--- src/decode_pkg.sv ---
package decode_pkg;

    localparam int XLEN       = 32;
    localparam int REG_ADDR_W = 5;

    typedef logic [XLEN-1:0]       word_t;
    typedef logic [REG_ADDR_W-1:0] reg_addr_t;

    localparam word_t INST_NOP   = 32'h0000_0013;  // addi x0, x0, 0
    localparam word_t INST_ECALL = 32'h0000_0073;

    typedef enum logic [6:0] {
        OPC_LOAD   = 7'b0000011,
        OPC_STORE  = 7'b0100011,
        OPC_OP     = 7'b0110011,
        OPC_OP_IMM = 7'b0010011,
        OPC_BRANCH = 7'b1100011,
        OPC_JAL    = 7'b1101111,
        OPC_JALR   = 7'b1100111,
        OPC_LUI    = 7'b0110111,
        OPC_AUIPC  = 7'b0010111,
        OPC_SYSTEM = 7'b1110011
    } opcode_t;

    typedef enum logic [4:0] {
        EXE_ADD, EXE_SUB, EXE_AND, EXE_OR, EXE_XOR,
        EXE_SLL, EXE_SRL, EXE_SRA, EXE_SLT, EXE_SLTU,
        EXE_JALR,
        EXE_BEQ, EXE_BNE, EXE_BLT, EXE_BGE, EXE_BLTU, EXE_BGEU
    } exe_fun_t;

    typedef enum logic [1:0] {
        OP1_NONE, OP1_RS1, OP1_PC
    } op1_sel_t;

    typedef enum logic [2:0] {
        OP2_NONE, OP2_RS2, OP2_IMM_I, OP2_IMM_S, OP2_IMM_J, OP2_IMM_U
    } op2_sel_t;

    typedef enum logic [3:0] {
        MEM_NONE, MEM_LB, MEM_LBU, MEM_LH, MEM_LHU, MEM_LW, MEM_SB, MEM_SH, MEM_SW
    } mem_fun_t;

    typedef enum logic [2:0] {
        WB_NONE, WB_ALU, WB_MEM_B, WB_MEM_BU, WB_MEM_H, WB_MEM_HU, WB_MEM_W, WB_PC
    } wb_sel_t;

    typedef struct packed {
        exe_fun_t exe_fun;
        op1_sel_t op1_sel;
        op2_sel_t op2_sel;
        mem_fun_t mem_fun;
        logic     rf_wen;
        wb_sel_t  wb_sel;
        logic     jmp;
        logic     ecall;
    } ctrl_t;

    typedef struct packed {
        word_t i;
        word_t s;
        word_t b;
        word_t j;
        word_t u;  // already shifted up by 12
    } imm_t;

    typedef struct packed {
        logic      rf_wen;
        reg_addr_t addr;
    } dest_t;

    typedef struct packed {
        word_t     pc;
        word_t     op1;
        word_t     op2;
        word_t     rs2_data;
        word_t     imm;  // branch or jump offset
        reg_addr_t wb_addr;
        ctrl_t     ctrl;
    } issue_t;

    // also the bubble and the unknown-encoding decode
    localparam ctrl_t CTRL_NONE = '{
        exe_fun: EXE_ADD,
        op1_sel: OP1_NONE,
        op2_sel: OP2_NONE,
        mem_fun: MEM_NONE,
        rf_wen:  1'b0,
        wb_sel:  WB_NONE,
        jmp:     1'b0,
        ecall:   1'b0
    };

endpackage

--- src/inst_hold.sv ---
module inst_hold #(
    parameter decode_pkg::word_t NOP_PC = '0
) (
    input  logic              clk,
    input  logic              reset,
    input  decode_pkg::word_t inst,
    input  decode_pkg::word_t pc,
    input  logic              flush,
    input  logic              mem_stall,
    output decode_pkg::word_t cur_inst,
    output decode_pkg::word_t cur_pc
);

    import decode_pkg::*;

    word_t save_inst;
    word_t save_pc;

    always_comb begin
        if (flush) begin
            cur_inst = INST_NOP;
            cur_pc   = NOP_PC;
        end else if (mem_stall) begin
            cur_inst = save_inst;  // replay held instruction
            cur_pc   = save_pc;
        end else begin
            cur_inst = inst;
            cur_pc   = pc;
        end
    end

    // a flush already shows up as nop on cur_inst
    always_ff @(posedge clk) begin
        if (reset) begin
            save_inst <= INST_NOP;
            save_pc   <= NOP_PC;
        end else begin
            save_inst <= cur_inst;
            save_pc   <= cur_pc;
        end
    end

endmodule

--- src/control_decoder.sv ---
module control_decoder (
    input  decode_pkg::word_t     cur_inst,
    output decode_pkg::ctrl_t     ctrl,
    output decode_pkg::imm_t      imm,
    output decode_pkg::reg_addr_t rs1,
    output decode_pkg::reg_addr_t rs2,
    output decode_pkg::reg_addr_t rd
);

    import decode_pkg::*;

    opcode_t    opcode;
    logic [2:0] funct3;
    logic [6:0] funct7;

    function automatic ctrl_t alu_row(input exe_fun_t f, input op2_sel_t src);
        ctrl_t c;
        c         = CTRL_NONE;
        c.exe_fun = f;
        c.op1_sel = OP1_RS1;
        c.op2_sel = src;
        c.rf_wen  = 1'b1;
        c.wb_sel  = WB_ALU;
        return c;
    endfunction

    function automatic ctrl_t load_row(input mem_fun_t m, input wb_sel_t s);
        ctrl_t c;
        c         = alu_row(EXE_ADD, OP2_IMM_I);  // address = rs1 + imm
        c.mem_fun = m;
        c.wb_sel  = s;
        return c;
    endfunction

    function automatic ctrl_t store_row(input mem_fun_t m);
        ctrl_t c;
        c         = CTRL_NONE;
        c.op1_sel = OP1_RS1;
        c.op2_sel = OP2_IMM_S;
        c.mem_fun = m;
        return c;
    endfunction

    function automatic ctrl_t branch_row(input exe_fun_t f);
        ctrl_t c;
        c         = CTRL_NONE;
        c.exe_fun = f;
        c.op1_sel = OP1_RS1;
        c.op2_sel = OP2_RS2;
        return c;
    endfunction

    assign opcode = opcode_t'(cur_inst[6:0]);
    assign funct3 = cur_inst[14:12];
    assign funct7 = cur_inst[31:25];
    assign rs1    = cur_inst[19:15];
    assign rs2    = cur_inst[24:20];
    assign rd     = cur_inst[11:7];

    assign imm.i = {{20{cur_inst[31]}}, cur_inst[31:20]};
    assign imm.s = {{20{cur_inst[31]}}, cur_inst[31:25], cur_inst[11:7]};
    assign imm.b = {{19{cur_inst[31]}}, cur_inst[31], cur_inst[7], cur_inst[30:25],
                    cur_inst[11:8], 1'b0};
    assign imm.j = {{11{cur_inst[31]}}, cur_inst[31], cur_inst[19:12], cur_inst[20],
                    cur_inst[30:21], 1'b0};
    assign imm.u = {cur_inst[31:12], 12'b0};

    always_comb begin
        ctrl = CTRL_NONE;  // unknown encodings stay here
        case (opcode)
            OPC_LOAD: begin
                case (funct3)
                    3'b000:  ctrl = load_row(MEM_LB, WB_MEM_B);
                    3'b001:  ctrl = load_row(MEM_LH, WB_MEM_H);
                    3'b010:  ctrl = load_row(MEM_LW, WB_MEM_W);
                    3'b100:  ctrl = load_row(MEM_LBU, WB_MEM_BU);
                    3'b101:  ctrl = load_row(MEM_LHU, WB_MEM_HU);
                    default: ctrl = CTRL_NONE;
                endcase
            end
            OPC_STORE: begin
                case (funct3)
                    3'b000:  ctrl = store_row(MEM_SB);
                    3'b001:  ctrl = store_row(MEM_SH);
                    3'b010:  ctrl = store_row(MEM_SW);
                    default: ctrl = CTRL_NONE;
                endcase
            end
            OPC_OP: begin
                case ({funct7, funct3})
                    {7'h00, 3'b000}: ctrl = alu_row(EXE_ADD, OP2_RS2);
                    {7'h20, 3'b000}: ctrl = alu_row(EXE_SUB, OP2_RS2);
                    {7'h00, 3'b001}: ctrl = alu_row(EXE_SLL, OP2_RS2);
                    {7'h00, 3'b010}: ctrl = alu_row(EXE_SLT, OP2_RS2);
                    {7'h00, 3'b011}: ctrl = alu_row(EXE_SLTU, OP2_RS2);
                    {7'h00, 3'b100}: ctrl = alu_row(EXE_XOR, OP2_RS2);
                    {7'h00, 3'b101}: ctrl = alu_row(EXE_SRL, OP2_RS2);
                    {7'h20, 3'b101}: ctrl = alu_row(EXE_SRA, OP2_RS2);
                    {7'h00, 3'b110}: ctrl = alu_row(EXE_OR, OP2_RS2);
                    {7'h00, 3'b111}: ctrl = alu_row(EXE_AND, OP2_RS2);
                    default:         ctrl = CTRL_NONE;
                endcase
            end
            OPC_OP_IMM: begin
                case (funct3)
                    3'b000: ctrl = alu_row(EXE_ADD, OP2_IMM_I);
                    3'b010: ctrl = alu_row(EXE_SLT, OP2_IMM_I);
                    3'b011: ctrl = alu_row(EXE_SLTU, OP2_IMM_I);
                    3'b100: ctrl = alu_row(EXE_XOR, OP2_IMM_I);
                    3'b110: ctrl = alu_row(EXE_OR, OP2_IMM_I);
                    3'b111: ctrl = alu_row(EXE_AND, OP2_IMM_I);
                    3'b001: if (funct7 == 7'h00) ctrl = alu_row(EXE_SLL, OP2_IMM_I);
                    3'b101: begin
                        if (funct7 == 7'h00) ctrl = alu_row(EXE_SRL, OP2_IMM_I);
                        else if (funct7 == 7'h20) ctrl = alu_row(EXE_SRA, OP2_IMM_I);
                    end
                    default: ctrl = CTRL_NONE;
                endcase
            end
            OPC_BRANCH: begin
                case (funct3)
                    3'b000:  ctrl = branch_row(EXE_BEQ);
                    3'b001:  ctrl = branch_row(EXE_BNE);
                    3'b100:  ctrl = branch_row(EXE_BLT);
                    3'b101:  ctrl = branch_row(EXE_BGE);
                    3'b110:  ctrl = branch_row(EXE_BLTU);
                    3'b111:  ctrl = branch_row(EXE_BGEU);
                    default: ctrl = CTRL_NONE;
                endcase
            end
            OPC_JAL: begin
                ctrl         = alu_row(EXE_ADD, OP2_IMM_J);
                ctrl.op1_sel = OP1_PC;  // target = pc + imm_j
                ctrl.wb_sel  = WB_PC;
                ctrl.jmp     = 1'b1;
            end
            OPC_JALR: begin
                if (funct3 == 3'b000) begin
                    ctrl        = alu_row(EXE_JALR, OP2_IMM_I);
                    ctrl.wb_sel = WB_PC;
                    ctrl.jmp    = 1'b1;
                end
            end
            OPC_LUI: begin
                ctrl         = alu_row(EXE_ADD, OP2_IMM_U);
                ctrl.op1_sel = OP1_NONE;  // zero + imm_u
            end
            OPC_AUIPC: begin
                ctrl         = alu_row(EXE_ADD, OP2_IMM_U);
                ctrl.op1_sel = OP1_PC;
            end
            OPC_SYSTEM: begin
                if (cur_inst == INST_ECALL) ctrl.ecall = 1'b1;
            end
            default: ctrl = CTRL_NONE;
        endcase
    end

endmodule

--- src/hazard_detect.sv ---
module hazard_detect (
    input  decode_pkg::ctrl_t     ctrl,
    input  decode_pkg::reg_addr_t rs1,
    input  decode_pkg::reg_addr_t rs2,
    input  decode_pkg::dest_t     exe_dest,
    input  decode_pkg::dest_t     mem_dest,
    input  decode_pkg::dest_t     wb_dest,
    input  logic                  flush,
    output logic                  stall
);

    import decode_pkg::*;

    logic rs1_used;
    logic rs2_used;

    // one in-flight destination against the sources this instruction reads
    function automatic logic dest_hit(
        input dest_t     d,
        input reg_addr_t src1,
        input logic      use1,
        input reg_addr_t src2,
        input logic      use2
    );
        logic live;
        live = d.rf_wen && (d.addr != '0);
        return live && ((use1 && d.addr == src1) || (use2 && d.addr == src2));
    endfunction

    assign rs1_used = (ctrl.op1_sel == OP1_RS1);

    // stores read rs2 as data even though op2 is the s immediate
    assign rs2_used = (ctrl.op2_sel == OP2_RS2) ||
                      (ctrl.mem_fun inside {MEM_SB, MEM_SH, MEM_SW});

    always_comb begin
        stall = 1'b0;
        if (!flush) begin
            stall = dest_hit(exe_dest, rs1, rs1_used, rs2, rs2_used) ||
                    dest_hit(mem_dest, rs1, rs1_used, rs2, rs2_used) ||
                    dest_hit(wb_dest, rs1, rs1_used, rs2, rs2_used);
        end
    end

endmodule

--- src/register_file.sv ---
module register_file (
    input  logic                  clk,
    input  logic                  reset,
    input  decode_pkg::reg_addr_t rs1,
    input  decode_pkg::reg_addr_t rs2,
    input  logic                  wr_en,
    input  decode_pkg::reg_addr_t wr_addr,
    input  decode_pkg::word_t     wr_data,
    output decode_pkg::word_t     rs1_data,
    output decode_pkg::word_t     rs2_data
);

    import decode_pkg::*;

    localparam int NUM_REGS = 2 ** REG_ADDR_W;

    word_t regs [1:NUM_REGS-1];  // x0 has no storage

    always_ff @(posedge clk) begin
        if (reset) begin
            for (int i = 1; i < NUM_REGS; i++) begin
                regs[i] <= '0;
            end
        end else if (wr_en && wr_addr != '0) begin
            regs[wr_addr] <= wr_data;
        end
    end

    // no bypass of a same-cycle write
    assign rs1_data = (rs1 == '0) ? '0 : regs[rs1];
    assign rs2_data = (rs2 == '0) ? '0 : regs[rs2];

endmodule

--- src/operand_issue.sv ---
module operand_issue #(
    parameter decode_pkg::word_t NOP_PC = '0
) (
    input  logic                  clk,
    input  logic                  reset,
    input  logic                  stall,
    input  decode_pkg::word_t     cur_pc,
    input  decode_pkg::ctrl_t     ctrl,
    input  decode_pkg::imm_t      imm,
    input  decode_pkg::reg_addr_t rd,
    input  decode_pkg::word_t     rs1_data,
    input  decode_pkg::word_t     rs2_data,
    output decode_pkg::issue_t    issue
);

    import decode_pkg::*;

    word_t op1;
    word_t op2;
    word_t target_imm;
    logic  is_branch;

    always_comb begin
        case (ctrl.op1_sel)
            OP1_RS1: op1 = rs1_data;
            OP1_PC:  op1 = cur_pc;
            default: op1 = '0;
        endcase
    end

    always_comb begin
        case (ctrl.op2_sel)
            OP2_RS2:   op2 = rs2_data;
            OP2_IMM_I: op2 = imm.i;
            OP2_IMM_S: op2 = imm.s;
            OP2_IMM_J: op2 = imm.j;
            OP2_IMM_U: op2 = imm.u;
            default:   op2 = '0;
        endcase
    end

    assign is_branch = ctrl.exe_fun inside {EXE_BEQ, EXE_BNE, EXE_BLT, EXE_BGE,
                                            EXE_BLTU, EXE_BGEU};

    // branch offset for branches, jalr offset otherwise
    assign target_imm = is_branch ? imm.b : imm.i;

    always_ff @(posedge clk) begin
        issue.op1      <= op1;
        issue.op2      <= op2;
        issue.rs2_data <= rs2_data;  // store data
        issue.imm      <= target_imm;
        issue.wb_addr  <= rd;
        if (reset || stall) begin
            issue.ctrl <= CTRL_NONE;  // bubble
            issue.pc   <= NOP_PC;
        end else begin
            issue.ctrl <= ctrl;
            issue.pc   <= cur_pc;
        end
    end

endmodule

--- src/decode_stage.sv ---
module decode_stage #(
    parameter decode_pkg::word_t NOP_PC = '0
) (
    input  logic                  clk,
    input  logic                  reset,
    input  decode_pkg::word_t     inst,
    input  decode_pkg::word_t     pc,
    input  logic                  flush,
    input  logic                  mem_stall,
    input  decode_pkg::dest_t     exe_dest,
    input  decode_pkg::dest_t     mem_dest,
    input  decode_pkg::dest_t     wb_dest,
    input  logic                  wr_en,
    input  decode_pkg::reg_addr_t wr_addr,
    input  decode_pkg::word_t     wr_data,
    output logic                  stall,
    output decode_pkg::issue_t    issue
);

    import decode_pkg::*;

    word_t     cur_inst;
    word_t     cur_pc;
    ctrl_t     ctrl;
    imm_t      imm;
    reg_addr_t rs1;
    reg_addr_t rs2;
    reg_addr_t rd;
    word_t     rs1_data;
    word_t     rs2_data;

    inst_hold #(
        .NOP_PC (NOP_PC)
    ) i_inst_hold (
        .clk       (clk),
        .reset     (reset),
        .inst      (inst),
        .pc        (pc),
        .flush     (flush),
        .mem_stall (mem_stall),
        .cur_inst  (cur_inst),
        .cur_pc    (cur_pc)
    );

    control_decoder i_control_decoder (
        .cur_inst (cur_inst),
        .ctrl     (ctrl),
        .imm      (imm),
        .rs1      (rs1),
        .rs2      (rs2),
        .rd       (rd)
    );

    hazard_detect i_hazard_detect (
        .ctrl     (ctrl),
        .rs1      (rs1),
        .rs2      (rs2),
        .exe_dest (exe_dest),
        .mem_dest (mem_dest),
        .wb_dest  (wb_dest),
        .flush    (flush),
        .stall    (stall)
    );

    register_file i_register_file (
        .clk      (clk),
        .reset    (reset),
        .rs1      (rs1),
        .rs2      (rs2),
        .wr_en    (wr_en),
        .wr_addr  (wr_addr),
        .wr_data  (wr_data),
        .rs1_data (rs1_data),
        .rs2_data (rs2_data)
    );

    operand_issue #(
        .NOP_PC (NOP_PC)
    ) i_operand_issue (
        .clk      (clk),
        .reset    (reset),
        .stall    (stall),
        .cur_pc   (cur_pc),
        .ctrl     (ctrl),
        .imm      (imm),
        .rd       (rd),
        .rs1_data (rs1_data),
        .rs2_data (rs2_data),
        .issue    (issue)
    );

endmodule

--- config.mk ---
export PLATFORM = sky130hd
export DESIGN_NAME = decode_stage
export DESIGN_NICKNAME = d
export VERILOG_FILES = /design/src/decode_pkg.sv /design/src/inst_hold.sv /design/src/control_decoder.sv /design/src/hazard_detect.sv /design/src/register_file.sv /design/src/operand_issue.sv /design/src/decode_stage.sv
export SDC_FILE = /design/constraint.sdc
export NUM_CORES = 2
export LEC_CHECK = 0
export BUFFER_PORTS_ARGS = -buffer_cell sky130_fd_sc_hd__buf_2
export CORE_UTILIZATION = 36
export CTS_BUF_LIST = sky130_fd_sc_hd__clkbuf_2
export CTS_CLUSTER_DIAMETER = 60
export DETAILED_ROUTE_END_ITERATION = 8
export PLACE_DENSITY = 0.5
export SYNTH_ARGS = -nofsm -noshare
export SYNTH_HDL_FRONTEND = slang
export SYNTH_SLANG_ARGS = --single-unit
--- constraint.sdc ---
create_clock -name clk -period 5.4 [get_ports clk]
set_clock_uncertainty 0.05 [all_clocks]
set_input_delay 1.08 -clock clk [delete_from_list [all_inputs] [get_ports clk]]
set_output_delay 1.08 -clock clk [all_outputs]
set_load 0.01 [all_outputs]
==> flow_metrics.tcl <==
set metrics [dict create \
    hold_violations 0 \
    coreArea_um2 179200 \
    post_drt_via_cell_ratio 5.756 \
    p_sw_share_pct 31.32 \
    synth.area.top_cells "edfxtp_1 (47%), and2_1 (9.8%), mux2i_1 (9.4%), dfxtp_1 (7.1%), nand2_1 (4.4%)" \
    path_delay_family "simple AND/OR/NAND/NOR gates" \
    die_w_um 427.5 \
    drc_errors 0 \
    cts_tree "built" \
    grt_pass1_vias 50870 \
    setup_viol 1 \
    setup_ws_ps -251.1 \
    seq_area_frac_synth_pct 54.24 \
    antenna_left 0 \
    p_leak_nw 28.02 \
    synth_area_per_cell_um2 11.08 \
    endpoint_kind "output pin" \
    period_share_pct 104.7 \
    cts.path.max_buffers 4 \
    grt_first_pass_wirelength_um 394500 \
    fmax_mhz 177.0 \
    htree_levels 5 \
    synth_area_um2 65180 \
    p_comb_share_pct 14.7 \
    dieArea_um2 182700 \
    postPlaceCellArea_um2 70340 \
    cp.arrival_ps 4520 \
    crit_slowest_cell "dfxtp_4" \
    fillers 17300 \
    cp.buffers_inverters 2 \
    via_count 52530 \
    synth_area_leader_cell "edfxtp_1" \
    final_nets 6602 \
    track_usage_pct 30.92 \
    clkPwrFrac_pct 33.3 \
    ys_types 89 \
    slew_headroom_pct 15.51 \
    dpl.hpwl_um 180100 \
    synth_top_area_share_pct 47.18 \
    drv_cap 0 \
    ios 310 \
    syn2layout_area_growth_pct 15.56 \
    power_density_nw_per_um2 287.8 \
    layout_min_cycle_time_ps 5651 \
    overflow 0 \
    slowest_delay_ps 420 \
    port-buffer-count 309 \
    root_buffer "clkbuf_2" \
    whs_endpoint "i_inst_hold.save_pc[28]" \
    peakVddDrop_uv 177.8 \
    synth_flop_cell "edfxtp_1" \
    synth_edf_count 1024 \
    cts_buffers 361 \
    rsz0062_at_grt "yes" \
    clk_latency_ps 1940 \
    clkSlewWorstSetupHoldPaths_ps 120 \
    crit_fanout 4 \
    drtIter0Drc 6590 \
    routed_wl_um 288700 \
    antenna_found_initial 42 \
    cp.required_ps 4270 \
    r2r_start "i_inst_hold.save_inst[2]" \
    row_count 155 \
    whs_ps 171.1 \
    r2r_slack_ps 1390 \
    die_y_um 427.5 \
    drive_gt1_share_pct 21.28 \
    slew_viol_final 0 \
    critPathLaunchType "flip-flop" \
    seqPwrFrac_pct 52.0 \
    start_util_pct 36.37 \
    r2r-end "i_operand_issue.issue[6]" \
    violations "setup timing" \
    hold_depth 4 \
    finalInstanceArea_um2 75320 \
    status "finished with violations" \
    hold_class "input pin to flip-flop" \
    cp_cell_sequence "mux2i_4 -> or2_4 -> a22oi_2 -> mux2i_2 -> nor2_2 -> nor3_2 -> inv_1 -> ha_2 -> and4b_1 -> nor4b_4 -> a41oi_2 -> o211ai_4 -> buf_6" \
    p_int_mw 14.88 \
    min_from "pc[28]" \
    postSynthCellCount 5881 \
    wl_per_cell_um 31.64 \
    place_congestion 0.9198 \
    net-switching-power_mw 6.789 \
    first_pass_iters 7 \
    cts_sinks 1254 \
    ff2ff_path_depth 15 \
    tightestPinTransition_ps 1267 \
    critPathKind "flip-flop to output pin" \
    grt_start_max_net_pins 112 \
    yosys_warnings 0 \
    synth_async_sr_flop_share_pct 0 \
    synth-seq-cells 1254 \
]
==> cell usage after synthesis, types with 32 or more instances <==
| cell type | n |
|---|---|
| o221ai_1 | 52 |
| a211o_1 | 32 |
| and2_1 | 1023 |
| edfxtp_1 | 1024 |
| mux4_2 | 97 |
| nor3_1 | 94 |
| or2_2 | 38 |
| buf_4 | 53 |
| nor4_1 | 47 |
| o22ai_1 | 101 |
| buf_2 | 107 |
| a311oi_1 | 42 |
| inv_1 | 45 |
| a211oi_1 | 103 |
| clkbuf_1 | 358 |
| nand3_1 | 257 |
| mux2i_1 | 613 |
| a21oi_1 | 152 |
| nand2_1 | 760 |
| nor2_1 | 191 |
| o21ai_0 | 114 |
| o211ai_1 | 36 |
| dfxtp_1 | 230 |
==> cells in the final DEF (no fill, tap or decap), drive strengths merged, types with 119 or more instances in the layout <==
| cell | n |
|---|---|
| dlygate4sd3 | 155 |
| dfxtp | 230 |
| a21oi | 154 |
| nand2 | 760 |
| buf | 607 |
| clkbuf | 558 |
| edfxtp | 1024 |
| o21ai | 119 |
| nand3 | 257 |
| nor2 | 196 |
| and2 | 1023 |
| mux2i | 616 |
==> routing by layer <==
layer | vias to the layer above | wire, um | global-route usage [%]
li1 | 22590 | - | -
met5 | - | 161 | 0
met3 | 728 | 30060 | 7.488
met1 | 26030 | 115700 | 40.45
met2 | 3166 | 127200 | 47.40
met4 | 16 | 15630 | 16.01
==> kinds of logic (layout without fill, tap and decap cells) <==
group	count (synthesis)	after routing	share of synthesized area (%)
multiplexers	723	723	13.02
other	1	59	0.005754
buffers and inverters	608	1439	4.250
AO/OA/AOI/OAI	771	771	8.261
flip-flops	1254	1254	54.24
XOR/XNOR	21	21	0.2822
adder cells (fa/ha/maj)	2	2	0.03839
AND/OR/NAND/NOR	2501	2501	19.90
==> area by class of cell <==
| type | instances | area, um2 | area share (%) |
|---|---|---|---|
| Sequential cell | 1254 | 35370 | 46.96 |
| Clock inverter | 72 | 364.1 | 0.4834 |
| Clock buffer | 558 | 2793 | 3.708 |
| Antenna cell | 27 | 67.56 | 0.08971 |
| Multi-Input combinational cell | 4050 | 27630 | 36.69 |
| Tap cell | 2355 | 2947 | 3.912 |
| Timing Repair Buffer | 763 | 5974 | 7.933 |
| Inverter | 46 | 172.7 | 0.2293 |
==> repair_timing <==
action / in CTS / in global routing
pin swaps: 8 / 12
resized for setup: 19 / 11
endpoints found under the setup margin: 1 / 1
buffers inserted: 5 / 5
endpoints found under the hold margin: 1209 / 0
hold buffers: 156 / 0
==> power by group through the flow <==
stage / combinational [mW] / sequential (mW) / clock (mW)
after CTS: 3.11 / 11.3 / 7.35
after detailed placement: 3.00 / 11.5 / 0
after floorplan: 1.60 / 11.4 / 0
after global routing: 3.31 / 11.3 / 7.83
final: 3.18 / 11.3 / 7.23
after global placement: 2.99 / 11.5 / 0
==> flip-flops by register name, summed over array words and instances (netlist names) <==
register / flops
i_operand_issue.issue: 166
i_register_file.regs: 1024
i_inst_hold.save_pc: 32
i_inst_hold.save_inst: 32
==> tightest hold or removal path, stage by stage <==
cell and delay [ps]:
dlygate4sd3_1 520, buf_2 110, mux2i_1 190, nor2_1 150
==> how the worst max path moves through the flow <==
stage                     slack [ps]  endpoint  cells after the start                      start
after global routing            -510     stall                     13  i_inst_hold.save_inst[14]
after floorplan                  460     stall                     15                  mem_stall
after global placement           190     stall                     15                  mem_stall
after CTS                       -420     stall                     13  i_inst_hold.save_inst[14]
after detailed placement         220     stall                     14                  mem_stall
final                           -250     stall                     13  i_inst_hold.save_inst[14]
==> metrics by stage <==
| step | utilization (%) | cells | worst slack [ps] | TNS, ps | power [mW] |
|---|---|---|---|---|---|
| detailed placement | 39.25 | 8302 | 222.3 | 0 | 14.49 |
| finish | 42.03 | 9125 | -251.1 | -251.1 | 21.67 |
| floorplan | - | 5912 | 456.7 | 0 | 13.01 |
| global route | 42.02 | 9115 | -507.4 | -507.4 | 22.47 |
| CTS | 41.95 | 9093 | -421.3 | -421.3 | 21.72 |
| global placement | 39.25 | 8302 | 187.2 | 0 | 14.46 |
No activity file was read; power rests on OpenSTA's default activity.
